**src/rv32i_pkg.sv**
```systemverilog
// shared types and sizing for the out-of-order RV32I core
// queue and buffer depths must stay powers of two, since the ring
// pointers wrap by plain overflow
// tag_t width follows ROB_DEPTH
package rv32i_pkg;

    localparam int ROB_DEPTH = 8;
    localparam int RS_DEPTH  = 4;
    localparam int IQ_DEPTH  = 4;

    typedef logic [31:0] rv32i_word;
    typedef logic [4:0]  rv32i_reg;
    typedef logic [$clog2(ROB_DEPTH)-1:0] tag_t;

    localparam rv32i_word RESET_PC = 32'h0000_0000;

    // major opcodes handled by the decoder
    localparam logic [6:0] OPC_OP     = 7'b0110011;
    localparam logic [6:0] OPC_OP_IMM = 7'b0010011;
    localparam logic [6:0] OPC_LUI    = 7'b0110111;
    localparam logic [6:0] OPC_AUIPC  = 7'b0010111;

    typedef enum logic [3:0] {
        ALU_ADD,
        ALU_SUB,
        ALU_SLL,
        ALU_SLT,
        ALU_SLTU,
        ALU_XOR,
        ALU_SRL,
        ALU_SRA,
        ALU_OR,
        ALU_AND,
        ALU_PASSB
    } alu_op_t;

endpackage
```
**src/decoder.sv**
```systemverilog
`timescale 1ns/1ns
// decode, rename and dispatch of one instruction per cycle
// operands resolve combinationally from the regfile or the ROB lookups,
// and the ROB slot and rename happen in the dispatch cycle
// the station sees the instruction one clock later from the output register
// unsupported encodings become a no-op writing x0
module decoder import rv32i_pkg::*; (
    input  logic      clk,
    input  logic      rst_n_i,
    input  logic      iq_valid_i,
    input  rv32i_word iq_pc_i,
    input  rv32i_word iq_inst_i,
    output logic      iq_shift_o,
    output rv32i_reg  rs1_o,
    output rv32i_reg  rs2_o,
    input  rv32i_word rs1_value_i,
    input  logic      rs1_busy_i,
    input  tag_t      rs1_tag_i,
    input  rv32i_word rs2_value_i,
    input  logic      rs2_busy_i,
    input  tag_t      rs2_tag_i,
    output logic      rename_o,
    output rv32i_reg  rename_rd_o,
    output tag_t      rename_tag_o,
    input  logic      rob_ready_i,
    input  tag_t      alloc_tag_i,
    output logic      alloc_valid_o,
    output rv32i_reg  alloc_rd_o,
    output rv32i_word alloc_pc_o,
    output tag_t      lookup1_tag_o,
    input  logic      lookup1_ready_i,
    input  rv32i_word lookup1_value_i,
    output tag_t      lookup2_tag_o,
    input  logic      lookup2_ready_i,
    input  rv32i_word lookup2_value_i,
    input  logic      rs_ready_i,
    output logic      dispatch_valid_o,
    output alu_op_t   dispatch_op_o,
    output tag_t      dispatch_tag_o,
    output logic      opa_valid_o,
    output rv32i_word opa_value_o,
    output tag_t      opa_tag_o,
    output logic      opb_valid_o,
    output rv32i_word opb_value_o,
    output tag_t      opb_tag_o
);

    logic [6:0] opcode;
    rv32i_word  imm_i;
    rv32i_word  imm_u;
    logic       use_rs1;
    logic       use_rs2;
    logic       go;
    alu_op_t    op;
    rv32i_reg   dest;
    logic       a_valid;
    rv32i_word  a_value;
    logic       b_valid;
    rv32i_word  b_value;

    function automatic alu_op_t alu_decode(input logic [2:0] f3, input logic alt,
                                           input logic reg_form);
        case (f3)
            3'b000:  return (alt && reg_form) ? ALU_SUB : ALU_ADD;
            3'b001:  return ALU_SLL;
            3'b010:  return ALU_SLT;
            3'b011:  return ALU_SLTU;
            3'b100:  return ALU_XOR;
            3'b101:  return alt ? ALU_SRA : ALU_SRL;
            3'b110:  return ALU_OR;
            default: return ALU_AND;
        endcase
    endfunction

    assign opcode = iq_inst_i[6:0];
    assign imm_i  = {{20{iq_inst_i[31]}}, iq_inst_i[31:20]};
    assign imm_u  = {iq_inst_i[31:12], 12'b0};
    assign rs1_o  = iq_inst_i[19:15];
    assign rs2_o  = iq_inst_i[24:20];

    assign lookup1_tag_o = rs1_tag_i;
    assign lookup2_tag_o = rs2_tag_i;

    always_comb begin
        op      = ALU_ADD;
        dest    = iq_inst_i[11:7];
        use_rs1 = 1'b0;
        use_rs2 = 1'b0;
        case (opcode)
            OPC_OP: begin
                use_rs1 = 1'b1;
                use_rs2 = 1'b1;
                op      = alu_decode(iq_inst_i[14:12], iq_inst_i[30], 1'b1);
            end
            OPC_OP_IMM: begin
                use_rs1 = 1'b1;
                op      = alu_decode(iq_inst_i[14:12], iq_inst_i[30], 1'b0);
            end
            OPC_LUI:   op = ALU_PASSB;
            OPC_AUIPC: op = ALU_ADD;
            default:   dest = '0;
        endcase
    end

    // operand A: register, PC for AUIPC, else zero
    always_comb begin
        a_valid = 1'b1;
        a_value = '0;
        if (opcode == OPC_AUIPC)
            a_value = iq_pc_i;
        else if (use_rs1) begin
            if (!rs1_busy_i)
                a_value = rs1_value_i;
            else if (lookup1_ready_i)
                a_value = lookup1_value_i;
            else
                a_valid = 1'b0;
        end
    end

    // operand B: register, I-immediate or U-immediate
    always_comb begin
        b_valid = 1'b1;
        b_value = '0;
        if (use_rs2) begin
            if (!rs2_busy_i)
                b_value = rs2_value_i;
            else if (lookup2_ready_i)
                b_value = lookup2_value_i;
            else
                b_valid = 1'b0;
        end else if (opcode == OPC_OP_IMM)
            b_value = imm_i;
        else if (opcode == OPC_LUI || opcode == OPC_AUIPC)
            b_value = imm_u;
    end

    assign go            = iq_valid_i && rob_ready_i && rs_ready_i;
    assign iq_shift_o    = go;
    assign alloc_valid_o = go;
    assign alloc_rd_o    = dest;
    assign alloc_pc_o    = iq_pc_i;
    // x0 never gets a producer tag
    assign rename_o      = go && (dest != '0);
    assign rename_rd_o   = dest;
    assign rename_tag_o  = alloc_tag_i;

    always_ff @(posedge clk or negedge rst_n_i) begin
        if (!rst_n_i)
            dispatch_valid_o <= 1'b0;
        else
            dispatch_valid_o <= go;
    end

    always_ff @(posedge clk) begin
        dispatch_op_o  <= op;
        dispatch_tag_o <= alloc_tag_i;
        opa_valid_o    <= a_valid;
        opa_value_o    <= a_value;
        opa_tag_o      <= rs1_tag_i;
        opb_valid_o    <= b_valid;
        opb_value_o    <= b_value;
        opb_tag_o      <= rs2_tag_i;
    end

endmodule

```
**config.mk**
```make
export PLATFORM = sky130hd
export DESIGN_NAME = decoder
export DESIGN_NICKNAME = d
export VERILOG_FILES = /design/src/rv32i_pkg.sv /design/src/decoder.sv
export SDC_FILE = /design/constraint.sdc
export NUM_CORES = 1
export LEC_CHECK = 0
export BUFFER_PORTS_ARGS = -buffer_cell sky130_fd_sc_hd__buf_2
export CAP_MARGIN = 10
export CORE_AREA = 2 2 139 141
export DETAILED_ROUTE_END_ITERATION = 6
export DIE_AREA = 0 0 141 143
export MAX_ROUTING_LAYER = met4
export PLACE_DENSITY = 0.52
export SKIP_CTS_REPAIR_TIMING = 1
export SLEW_MARGIN = 20
export SYNTH_ARGS = -nofsm -noshare
export SYNTH_HDL_FRONTEND = slang
export SYNTH_SLANG_ARGS = --single-unit
```
**constraint.sdc**
```tcl
create_clock -name clk -period 1.5 [get_ports clk]
set_input_delay 0.15 -clock clk [delete_from_list [all_inputs] [get_ports clk]]
set_output_delay 0.15 -clock clk [all_outputs]
set_load 0.05 [all_outputs]
```
== After elaboration in Yosys (flattened, before gate mapping) ==
Cells that the tools add are included.

* Add/subtract/negate cells: 0
* Multiply operators: 0
* Divide/modulo/power cells: 0
* Order comparisons: 0
* Equality and inequality tests: 10
* Shift operators: 0
* Muxes and demuxes: 19
* Bitwise logic cells: 2
* Reduce and logical (&&, ||, !) cells: 10

{| class="wikitable"
|+ Operator list
! cell !! count
|-
| $mux W32 || 9
|-
| $pmux W4 S7 || 2
|-
| $eq A7 B5 Y1 const B || 2
|-
| $eq A7 B6 Y1 const B || 2
|-
| $pmux W4 S3 || 1
|-
| $eq A3 B3 Y1 const B || 3
|-
| $eq A3 B2 Y1 const B || 2
|-
| $mux W1 || 6
|-
| $mux W5 || 1
|-
| $reduce_bool A5 Y1 || 1
|-
| $reduce_or A4 Y1 || 1
|-
| $eq A3 B1 Y1 const B || 1
|-
| $logic_and A1 B1 Y1 || 3
|-
| $logic_not A3 Y1 || 1
|-
| $reduce_or A3 Y1 || 1
|-
| $not A1 Y1 || 2
|-
| $reduce_and A2 Y1 || 1
|-
| $reduce_or A2 Y1 || 1
|-
| $logic_or A1 B1 Y1 || 1
|}

* Register bits: 80
* Bits in latches: 0
* RAM bits: 0
* Bits in read-only memories: 0
* Input bits: 210
* Output and inout port bits: 144
* Word-level logic and storage cells: 50
* Memories: 0

== Logic depth before layout (Yosys ltp) ==
Gate-level depths: netlist (run 1).

* Depth after elaboration: 5
* Gate-level depth with buffers: 5

== Worst setup path after synthesis (run 1) ==
OpenSTA, ideal clock, no wires.

* Path kind: input-to-output
* From: in iq_inst_i[6]
* To: out rename_rd_o[0]
* Data arrival time: 1.384 ns
* Data required time: 1.350 ns
* Slack: -0.034 ns
* Stages on the path: 4
* Path buffers: 1
* Cell sequence: nand2b_1 > nor3_2 > and2_1 > buf_4

* Longest elaborated chain between the ends: 3

{| class="wikitable"
|+ RTL lines
! what !! RTL line !! text
|-
| start, declared || decoder.sv:12 || <nowiki>input rv32i_word iq_inst_i,</nowiki>
|-
| $eq A7 B5 Y1 or $eq A7 B6 Y1 (tied branches) || decoder.sv:89 || <nowiki>case (opcode)</nowiki>
|-
| $reduce_or A4 Y1 (no line) * || n/a ||
|-
| $mux W5 * || decoder.sv:89 ||
|-
| end, declared || decoder.sv:23 || <nowiki>output rv32i_reg rename_rd_o,</nowiki>
|}

Mark *: on every way between the ends. The rest lies on a longest branch, timed or not.

== Worst setup path in the final report (run 1) ==
* From: in iq_inst_i[6]
* To: out rename_rd_o[1]

The elaborated chain is that of the path after synthesis.

==> impl_metrics.tcl, run 1 <==
set metrics [dict create \
    outcome "completed" \
    synth-compound-area-share_pct 25.4 \
    first_global_vias 4135 \
    worst_ep_arrival_time_ps 1240 \
    cts.clk_slew.worst_paths_ps 60 \
    class_of_the_tightest_hold_or_removal_check "input pin to flop" \
    floorplan.initialDensity_pct 20.7 \
    drt_first_pass_iters 4 \
    largest_net_degree_at_the_start_of_global_routing 37 \
    wl_per_cell_um 16.3 \
    vias_per_cell 4.47 \
    number_of_flops_mapped_to_enable_cells_by_yosys 0 \
    cp_max_fo 7 \
    hold_viol 0 \
    grt_antenna_before_repair 0 \
    num_vias 4262 \
    ff_latch_area_sq_mm 0.00161 \
    post_synth_inst_count 412 \
    timing.setup.critical_path_class "input pin to output pin" \
    boundaryPins 354 \
    place.gp.congestion 0.796 \
    gr-usage-all-layers_pct 14.9 \
    synth_area_sq_mm 0.00384 \
    max-vdd-ir-drop_mv 0.465 \
    period_minus_slack_ps 1390 \
    num_rows 50 \
    cts_tree "done" \
    endpoint_kind "output pin" \
    multi_input_area_sq_mm 0.00168 \
    grt_first_pass_wirelength_mm 22.2 \
    timing.slew.headroom_pct 47.1 \
    design.final.nets 926 \
    synth_simple_gate_area_share_pct 17.8 \
    synth_xor_xnor_area_share_pct 0 \
    ant_nets 0 \
    htreeDepth 3 \
    cts_buffer_depth 2 \
    design_area_sq_mm 0.00589 \
    rsz0062_at_grt "no" \
    main_combinational_cell_family_by_area_after_synthesis "compound AO/OA/AOI/OAI gates" \
    syn-mean-instance-area_sq_um 9.32 \
    mostFrequentLayoutCell "sky130_fd_sc_hd__buf_2" \
    post-route-period-util_pct 92.5 \
    synth_fa_ha_area_share_pct 0 \
    flow.area_growth_from_synthesis_pct 53.4 \
    power_leakage_nw 2.98 \
    drc_errors 0 \
    fraction_of_final_layout_cells_with_drive_strength_greater_than_1_pct 55.0 \
    synth_flop_cell "sky130_fd_sc_hd__dfxtp_1" \
    critPathRequiredTime_ps 1350 \
    core_area_sq_mm 0.0186 \
    floorplan.die.height_um 143 \
    dp_hpwl_mm 12.3 \
    layout.cells.most_common_list "353 x sky130_fd_sc_hd__buf_2, 79 x sky130_fd_sc_hd__dfxtp_1, 46 x sky130_fd_sc_hd__a21oi_1" \
    detailed_place.area_sq_mm 0.00550 \
    startpoint_class "input pin" \
    die_w_um 141 \
    route.final.wire_length_mm 15.6 \
    post_synthesis_sequential_area_ratio_pct 41.8 \
    cts_num_sinks 80 \
    synthArstFlopShare_pct 1.25 \
    worst_hold_startpoint "iq_pc_i[15]" \
    ctsRootBufferMaster "sky130_fd_sc_hd__clkbuf_16" \
    fillerInstances 1978 \
    worst_slew_pin_slew_ps 792 \
    globalRoute.totalOverflow 0 \
    ys_seq_elements 80 \
    yosys.cell_types.count 40 \
    cap_viol_max_count 0 \
    clock.fmax_mhz 721 \
    total_die_area_sq_mm 0.0202 \
    final_core_utilization_pct 31.7 \
    post_synth_mux_area_share_pct 0 \
    timing.final.max_slew_violations 0 \
    total_power_mw 5.51 \
    setup_failing_eps_final 0 \
    numPortBuffers 353 \
    cts_inserted_buffers 9 \
    diode_count 0 \
    drt_first_iter_violations 118 \
    postSynthNetCount 622 \
    power.density_cell_area_mw_per_mm2 935 \
    synthesis.yosys.warnings 0 \
    critPathLaunch "iq_inst_i[6]" \
]
[registers in the layout, summed over array words and instances (netlist names)]
name,count
opa_value_o,32
opb_value_o,32
dispatch_op_o,4
dispatch_tag_o,3
opa_tag_o,3
opb_tag_o,3
dispatch_valid_o,1
opa_valid_o,1
opb_valid_o,1
[where the power goes]
part	internal, mW	total, mW	switching (mW)
logic	0.419	1.14	0.724
registers	2.15	2.16	0.00614
clock network	1.28	2.21	0.933
total	3.85	5.51	1.66
[layer usage]
| layer | wire length [um] | track usage (%) |
|---|---|---|
| met5 | 0 | - |
| met4 | 242 | 4.79 |
| met3 | 1310 | 4.56 |
| met2 | 7970 | 26.7 |
| met1 | 6040 | 15.9 |
[critical path, cell delays in order]
cell and delay [ps]:
sky130_fd_sc_hd__buf_2 120, sky130_fd_sc_hd__nand2b_1 190, sky130_fd_sc_hd__nor3_4 300, sky130_fd_sc_hd__and2_2 210
sky130_fd_sc_hd__buf_2 260
[worst paths after layout]
kind	to	slack (ps)	cells past startpoint
min in group asynchronous	dispatch_valid_o	120	2
max in group asynchronous	dispatch_valid_o	1290	2
max	rename_rd_o[1]	110	5
min	opa_value_o[15]	30	2
[through the flow]
| stage | hold slack (ps) | cells | worst slack, ps | TNS [ps] |
|---|---|---|---|---|
| floorplan | -146 | 412 | 122 | 0 |
| global placement | -75.4 | 929 | -40.9 | -629 |
| detailed placement | -73.8 | 929 | -87.7 | -1060 |
| CTS | -443 | 944 | 18.6 | 0 |
| global route | 6.14 | 954 | 23.5 | 0 |
| finish | 26.4 | 954 | 113 | 0 |
[cells by family (layout without fill, tap and decap cells)]
logic type / count (synthesis) / in the layout
flip-flops: 80 / 80
AND/OR/NAND/NOR: 108 / 108
buffers and inverters: 88 / 396
AO/OA/AOI/OAI: 136 / 136
[Yosys cell counts (all sizes together) (2+ instances only)]
master   number  area [sq um]
clkbuf       12          45.0
nor3          2          20.0
a22o         16           140
and3b         2          17.5
o22ai         2          12.5
and3         14          87.6
nand3b        2          15.0
o21ai        15          75.1
inv           3          11.3
a21oi        46           230
nand3         5          25.0
and2b         7          52.6
nand2        16          60.1
or3           2          12.5
nand2b        2          12.5
nand4b        3          26.3
and2          7          43.8
o2bb2ai      32           280
a22oi         2          15.0
dfxtp        79          1580
a221o        17           170
nor2          3          16.3
buf          73           519
nor3b         2          20.0
o211ai        2          15.0
nor2b        38           238
[final cells by class]
class / count / area share (%)
Sequential cell: 80 / 27.3
Clock buffer: 9 / 3.82
Timing Repair Buffer: 378 / 34.2
Inverter: 3 / 0.191
Tap cell: 234 / 4.97
Clock inverter: 6 / 1.04
Multi-Input combinational cell: 244 / 28.5
Note: power is estimated with default switching activity, not from simulation.
==> run 2: changes to the inputs <==
--- a/config.mk
+++ b/config.mk
@@ -5,13 +5,14 @@
 export SDC_FILE = /design/constraint.sdc
 export NUM_CORES = 1
 export LEC_CHECK = 0
+export ABC_AREA = 1
 export BUFFER_PORTS_ARGS = -buffer_cell sky130_fd_sc_hd__buf_2
 export CAP_MARGIN = 10
-export CORE_AREA = 2 2 139 141
+export CORE_AREA = 2 2 136 138
 export DETAILED_ROUTE_END_ITERATION = 6
-export DIE_AREA = 0 0 141 143
+export DIE_AREA = 0 0 138 140
 export MAX_ROUTING_LAYER = met4
-export PLACE_DENSITY = 0.52
+export PLACE_DENSITY = 0.55
 export SKIP_CTS_REPAIR_TIMING = 1
 export SLEW_MARGIN = 20
 export SYNTH_ARGS = -nofsm -noshare
==> impl_metrics.tcl, run 2 <==
set metrics [dict create \
    first_global_vias 4396 \
    total_die_area_sq_mm 0.0193 \
    outcome "completed" \
    drt_first_iter_violations 119 \
    clock.fmax_mhz 766 \
    drc_errors 0 \
    setup_failing_eps_final 0 \
    die_w_um 138 \
    numPortBuffers 353 \
    grt_first_pass_wirelength_mm 22.7 \
    layout.cells.most_common_list "353 x sky130_fd_sc_hd__buf_2, 151 x sky130_fd_sc_hd__nand2_1, 121 x sky130_fd_sc_hd__nand3_1" \
    postSynthNetCount 823 \
    cts.clk_slew.worst_paths_ps 70 \
    design_area_sq_mm 0.00619 \
    worst_ep_arrival_time_ps 1150 \
    synth_flop_cell "sky130_fd_sc_hd__dfxtp_1" \
    dp_hpwl_mm 11.4 \
    class_of_the_tightest_hold_or_removal_check "input pin to flop" \
    mostFrequentLayoutCell "sky130_fd_sc_hd__buf_2" \
    timing.final.max_slew_violations 0 \
    post_synth_main_area_contributors "sky130_fd_sc_hd__dfxtp_1 38%, sky130_fd_sc_hd__nand3_1 15%, sky130_fd_sc_hd__nand2_1 14%" \
    num_rows 49 \
    timing.hold.worst_path_depth 3 \
    largest_net_degree_at_the_start_of_global_routing 66 \
    dpl_worst_slack_ps 84.8 \
    vias_per_cell 4.20 \
    floorplan.die.height_um 140 \
    yosys.area.top_type "sky130_fd_sc_hd__dfxtp_1" \
    post-synth-top-count-cell "sky130_fd_sc_hd__nand2_1" \
    globalRoute.totalOverflow 0 \
    endpoint_kind "output pin" \
    core_area_sq_mm 0.0178 \
    timing.setup.critical_path_class "input pin to output pin" \
    cap_viol_max_count 0 \
    yosys-top-cells-count "151 x sky130_fd_sc_hd__nand2_1, 121 x sky130_fd_sc_hd__nand3_1, 79 x sky130_fd_sc_hd__dfxtp_1" \
    post_synth_inst_count 613 \
    cts_buffer_depth 2 \
    hold_slack_ps 21.7 \
    num_vias 4772 \
    synthesis.yosys.warnings 0 \
    route.final.wire_length_mm 14.9 \
    place.gp.congestion 0.795 \
    design.final.nets 1111 \
    ctsRootBufferMaster "sky130_fd_sc_hd__clkbuf_16" \
    synth_area_sq_mm 0.00415 \
    boundaryPins 354 \
    htreeDepth 3 \
    worst_slack_ps 195 \
    critPathRequiredTime_ps 1350 \
    wl_per_cell_um 13.1 \
    cts_num_sinks 80 \
    fraction_of_final_layout_cells_with_drive_strength_greater_than_1_pct 43.4 \
    detailed_place.area_sq_mm 0.00576 \
    syn-mean-instance-area_sq_um 6.76 \
    timing.slew.headroom_pct 56.6 \
    cts_inserted_buffers 9 \
    number_of_flops_mapped_to_enable_cells_by_yosys 0 \
    ant_nets 0 \
    rsz0062_at_grt "no" \
    post_synthesis_sequential_area_ratio_pct 38.8 \
    hold_viol 0 \
    floorplan.initialDensity_pct 23.3 \
    period_minus_slack_ps 1300 \
    startpoint_class "input pin" \
    synthArstFlopShare_pct 1.25 \
    synth.top_cell.area_share_pct 38.2 \
    max-vdd-ir-drop_mv 0.454 \
    yosys.cell_types.count 23 \
    ys_seq_elements 80 \
    power.density_cell_area_mw_per_mm2 929 \
    post-route-period-util_pct 87.0 \
    drt_first_pass_iters 4 \
    top_regs "opa_value_o x32, opb_value_o x32, dispatch_op_o x4" \
    gr-usage-all-layers_pct 15.1 \
    cts_tree "done" \
    worst_slew_pin_slew_ps 651 \
    grt_antenna_before_repair 1 \
    cp_max_fo 3 \
    flow.area_growth_from_synthesis_pct 49.4 \
    fillerInstances 1971 \
    total_power_mw 5.75 \
    power_leakage_nw 3.62 \
]
run 2: cell count changes in the layout (fill, tap and decap cells not counted), sizes merged, moves of 14 or more:
cell,delta
nor2b,-38
o21ai,+52
o2bb2ai,-32
nand2,+136
nand3,+116
inv,+78
and3,-14
a21oi,-44
a22o,-16
a221o,-17
run 2: logic make-up (layout without fill, tap and decap cells):
kind of cell / Yosys count / count (layout) / share of synthesized area [%]
AO/OA/AOI/OAI: 72 / 72 / 8.87
buffers and inverters: 175 / 468 / 21.8
flip-flops: 80 / 80 / 38.8
other: 0 / 1 / 0
AND/OR/NAND/NOR: 286 / 286 / 30.6
run 2: per-stage QoR:
step / instances / setup TNS, ps / util [%]
floorplan: 613 / -365 / -
global placement: 1109 / 0 / 32.4
detailed placement: 1109 / 0 / 32.4
CTS: 1125 / 0 / 34.2
global route: 1136 / 0 / 34.8
finish: 1136 / 0 / 34.8
run 2: worst paths after layout:
check,from,end,slack [ps]
max in group asynchronous,rst_n_i,dispatch_valid_o,1310
setup / recovery,iq_inst_i[6],rename_o,200
hold / removal,iq_inst_i[26],opb_value_o[6],20
min in group asynchronous,rst_n_i,dispatch_valid_o,110
run 2: critical path, cell delays in order:
cell	delay, ps
sky130_fd_sc_hd__buf_2	100
sky130_fd_sc_hd__inv_2	50
sky130_fd_sc_hd__nand2_1	100
sky130_fd_sc_hd__nor3_2	180
sky130_fd_sc_hd__o21ai_0	150
sky130_fd_sc_hd__a21oi_2	150
sky130_fd_sc_hd__buf_2	270
run 2: report_power, final:
group	switching, mW	internal [mW]
combinational	0.738	0.378
sequential	0.00685	2.15
clock	0.995	1.48
run 2: area by class of cell:
type | instances | area, sq um | area share, %
Inverter | 79 | 297 | 4.79
Antenna cell | 1 | 2.50 | 0.0404
Tap cell | 229 | 287 | 4.63
Clock buffer | 9 | 225 | 3.64
Sequential cell | 80 | 1610 | 25.9
Timing Repair Buffer | 373 | 2020 | 32.6
Clock inverter | 7 | 103 | 1.66
Multi-Input combinational cell | 358 | 1660 | 26.7
run 2: per-layer routing:
| layer | vias up | wire (um) | track usage (%) |
|---|---|---|---|
| met3 | 11 | 1150 | 4.31 |
| met1 | 2078 | 6250 | 17.2 |
| li1 | 2460 | - | - |
| met2 | 223 | 7380 | 26.0 |
| met4 | 0 | 156 | 3.97 |
| met5 | - | 0 | - |
==> run 3: changes to the inputs <==
--- a/config.mk
+++ b/config.mk
@@ -12,9 +12,8 @@
 export DETAILED_ROUTE_END_ITERATION = 6
 export DIE_AREA = 0 0 138 140
 export MAX_ROUTING_LAYER = met4
-export PLACE_DENSITY = 0.55
+export PLACE_DENSITY = 0.64
 export SKIP_CTS_REPAIR_TIMING = 1
-export SLEW_MARGIN = 20
 export SYNTH_ARGS = -nofsm -noshare
 export SYNTH_HDL_FRONTEND = slang
 export SYNTH_SLANG_ARGS = --single-unit
==> impl_metrics.tcl, run 3 (same netlist as run 2, synthesis figures left out) <==
set metrics [dict create \
    total_die_area_sq_mm 0.0193 \
    drt_first_iter_violations 134 \
    ant_nets 0 \
    cts.clk_slew.worst_paths_ps 70 \
    numPortBuffers 353 \
    clock.fmax_mhz 744 \
    globalRoute.totalOverflow 0 \
    timing.final.max_slew_violations 0 \
    setup_failing_eps_final 0 \
    hold_slack_ps 20.3 \
    slowest_cp_cell "sky130_fd_sc_hd__buf_2" \
    fraction_of_final_layout_cells_with_drive_strength_greater_than_1_pct 43.7 \
    worst_hold_startpoint "iq_inst_i[29]" \
    cts_inserted_buffers 9 \
    flow.area_growth_from_synthesis_pct 48.5 \
    power_leakage_nw 3.60 \
    dpl_worst_slack_ps 36.6 \
    boundaryPins 354 \
    timing.hold.worst_path_depth 3 \
    critical-path-top-delay-family "buffers and inverters" \
    floorplan.initialDensity_pct 23.3 \
    dp_hpwl_mm 11.6 \
    place.gp.congestion 0.803 \
    p_sw_share_pct 32.4 \
    power.density_cell_area_mw_per_mm2 881 \
    class_of_the_tightest_hold_or_removal_check "input pin to flop" \
    fin_tns_setup_ps 0 \
    largest_net_degree_at_the_start_of_global_routing 66 \
    worst_ep_arrival_time_ps 1190 \
    drc_errors 0 \
    comb_power_share_pct 20.7 \
    design.final.nets 1116 \
    ctsRootBufferMaster "sky130_fd_sc_hd__clkbuf_16" \
    net-switching-power_mw 1.76 \
    p_clk_share_pct 39.5 \
    startpoint_class "input pin" \
    worst_hold_path.endpoint "opb_value_o[9]" \
    grt_antenna_before_repair 1 \
    cts_num_sinks 80 \
    period_minus_slack_ps 1340 \
    critical_path.max_stage_delay_ps 270 \
    p_int_mw 3.67 \
    num_vias 4864 \
    critPathRequiredTime_ps 1350 \
    hold_viol 0 \
    finalNonFillerCells 1141 \
    mostFrequentLayoutCell "sky130_fd_sc_hd__buf_2" \
    floorplan.die.height_um 140 \
    crit_path_frequent_cell "sky130_fd_sc_hd__buf_2" \
    cts_tree "done" \
    crit_chain "buf_2 > inv_2 > nand2_1 > nor3_2 > inv_1 > nor2_2 > buf_2" \
    fillerInstances 1932 \
    cp_max_fo 5 \
    dp_cells 1114 \
    route.final.wire_length_mm 15.0 \
    path_buf_inv 4 \
    endpoint_kind "output pin" \
    timing.slew.headroom_pct 56.3 \
    wl_per_cell_um 13.2 \
    max-vdd-ir-drop_mv 0.469 \
    num_rows 49 \
    cts_buffer_depth 2 \
    worst_slack_ps 155 \
    sequentialPowerShare_pct 39.8 \
    core_area_sq_mm 0.0178 \
    layout.cells.most_common_list "353 x sky130_fd_sc_hd__buf_2, 151 x sky130_fd_sc_hd__nand2_1, 121 x sky130_fd_sc_hd__nand3_1" \
    top_regs "opa_value_o x32, opb_value_o x32, dispatch_op_o x4" \
    worst_slew_pin_slew_ps 655 \
    cap_viol_max_count 0 \
    detailed_place.area_sq_mm 0.00577 \
    rsz0062_at_grt "no" \
    drt_first_pass_iters 4 \
    post-route-period-util_pct 89.7 \
    die_w_um 138 \
    total_power_mw 5.43 \
    timing.setup.critical_path_class "input pin to output pin" \
    outcome "completed" \
    design_area_sq_mm 0.00616 \
    gr-usage-all-layers_pct 15.1 \
    final_core_utilization_pct 34.6 \
    htreeDepth 3 \
    grt_first_pass_wirelength_mm 22.6 \
    vias_per_cell 4.26 \
    first_global_vias 4406 \
]
[run 3: cell types whose count changed in the layout (fill, tap and decap cells not counted)]
| cell | delta |
|---|---|
| sky130_fd_sc_hd__buf_4 | +7 |
| sky130_fd_sc_hd__bufinv_16 | -2 |
| sky130_fd_sc_hd__clkinvlp_4 | +2 |
| sky130_fd_sc_hd__buf_12 | -2 |
| sky130_fd_sc_hd__clkinv_2 | +1 |
| sky130_fd_sc_hd__clkinv_4 | -1 |
[run 3: power groups by stage]
stage          Clock (mW)  Sequential (mW)  Combinational [mW]
6_report             2.14             2.16                1.13
4_1_cts              2.22             2.16                1.11
2_1_floorplan           0             2.32               0.622
3_5_place_dp            0             2.21                1.11
3_3_place_gp            0             2.21                1.10
5_1_grt              2.31             2.16                1.22
[run 3: final cells by class]
cell class	instances	area, sq um	area share (%)
timing repair buffer	378	2030	33.0
multi-input combinational	358	1660	26.9
sequential	80	1610	26.1
inverter	79	297	4.82
tap	229	287	4.65
clock buffer	9	225	3.66
clock inverter	7	53.8	0.874
antenna	1	2.50	0.0406
[run 3: worst max path at each step]
| stage | to | slack (ps) | cells after the start | start |
|---|---|---|---|---|
| finish | alloc_rd_o[4] | 160 | 7 | iq_inst_i[6] |
| CTS | rename_rd_o[1] | 30 | 7 | iq_inst_i[6] |
| detailed placement | rename_rd_o[1] | 40 | 7 | iq_inst_i[6] |
| floorplan | rename_rd_o[0] | -70 | 6 | iq_inst_i[6] |
| global placement | rename_rd_o[1] | 110 | 7 | iq_inst_i[6] |
| global route | rename_rd_o[2] | 70 | 7 | iq_inst_i[6] |
[run 3: layer usage]
layer | part of all wire, % | GRT usage, % | vias to the layer above
li1 | - | - | 2470
met2 | 50 | 26.1 | 257
met1 | 41 | 17.4 | 2118
met3 | 7.3 | 3.73 | 19
met5 | 0 | - | -
met4 | 1.5 | 4.19 | 0
[run 3: worst min-delay path: stages]
cell                      delay (ps)
sky130_fd_sc_hd__buf_2            90
sky130_fd_sc_hd__nand2_1          50
sky130_fd_sc_hd__nand2_1          50
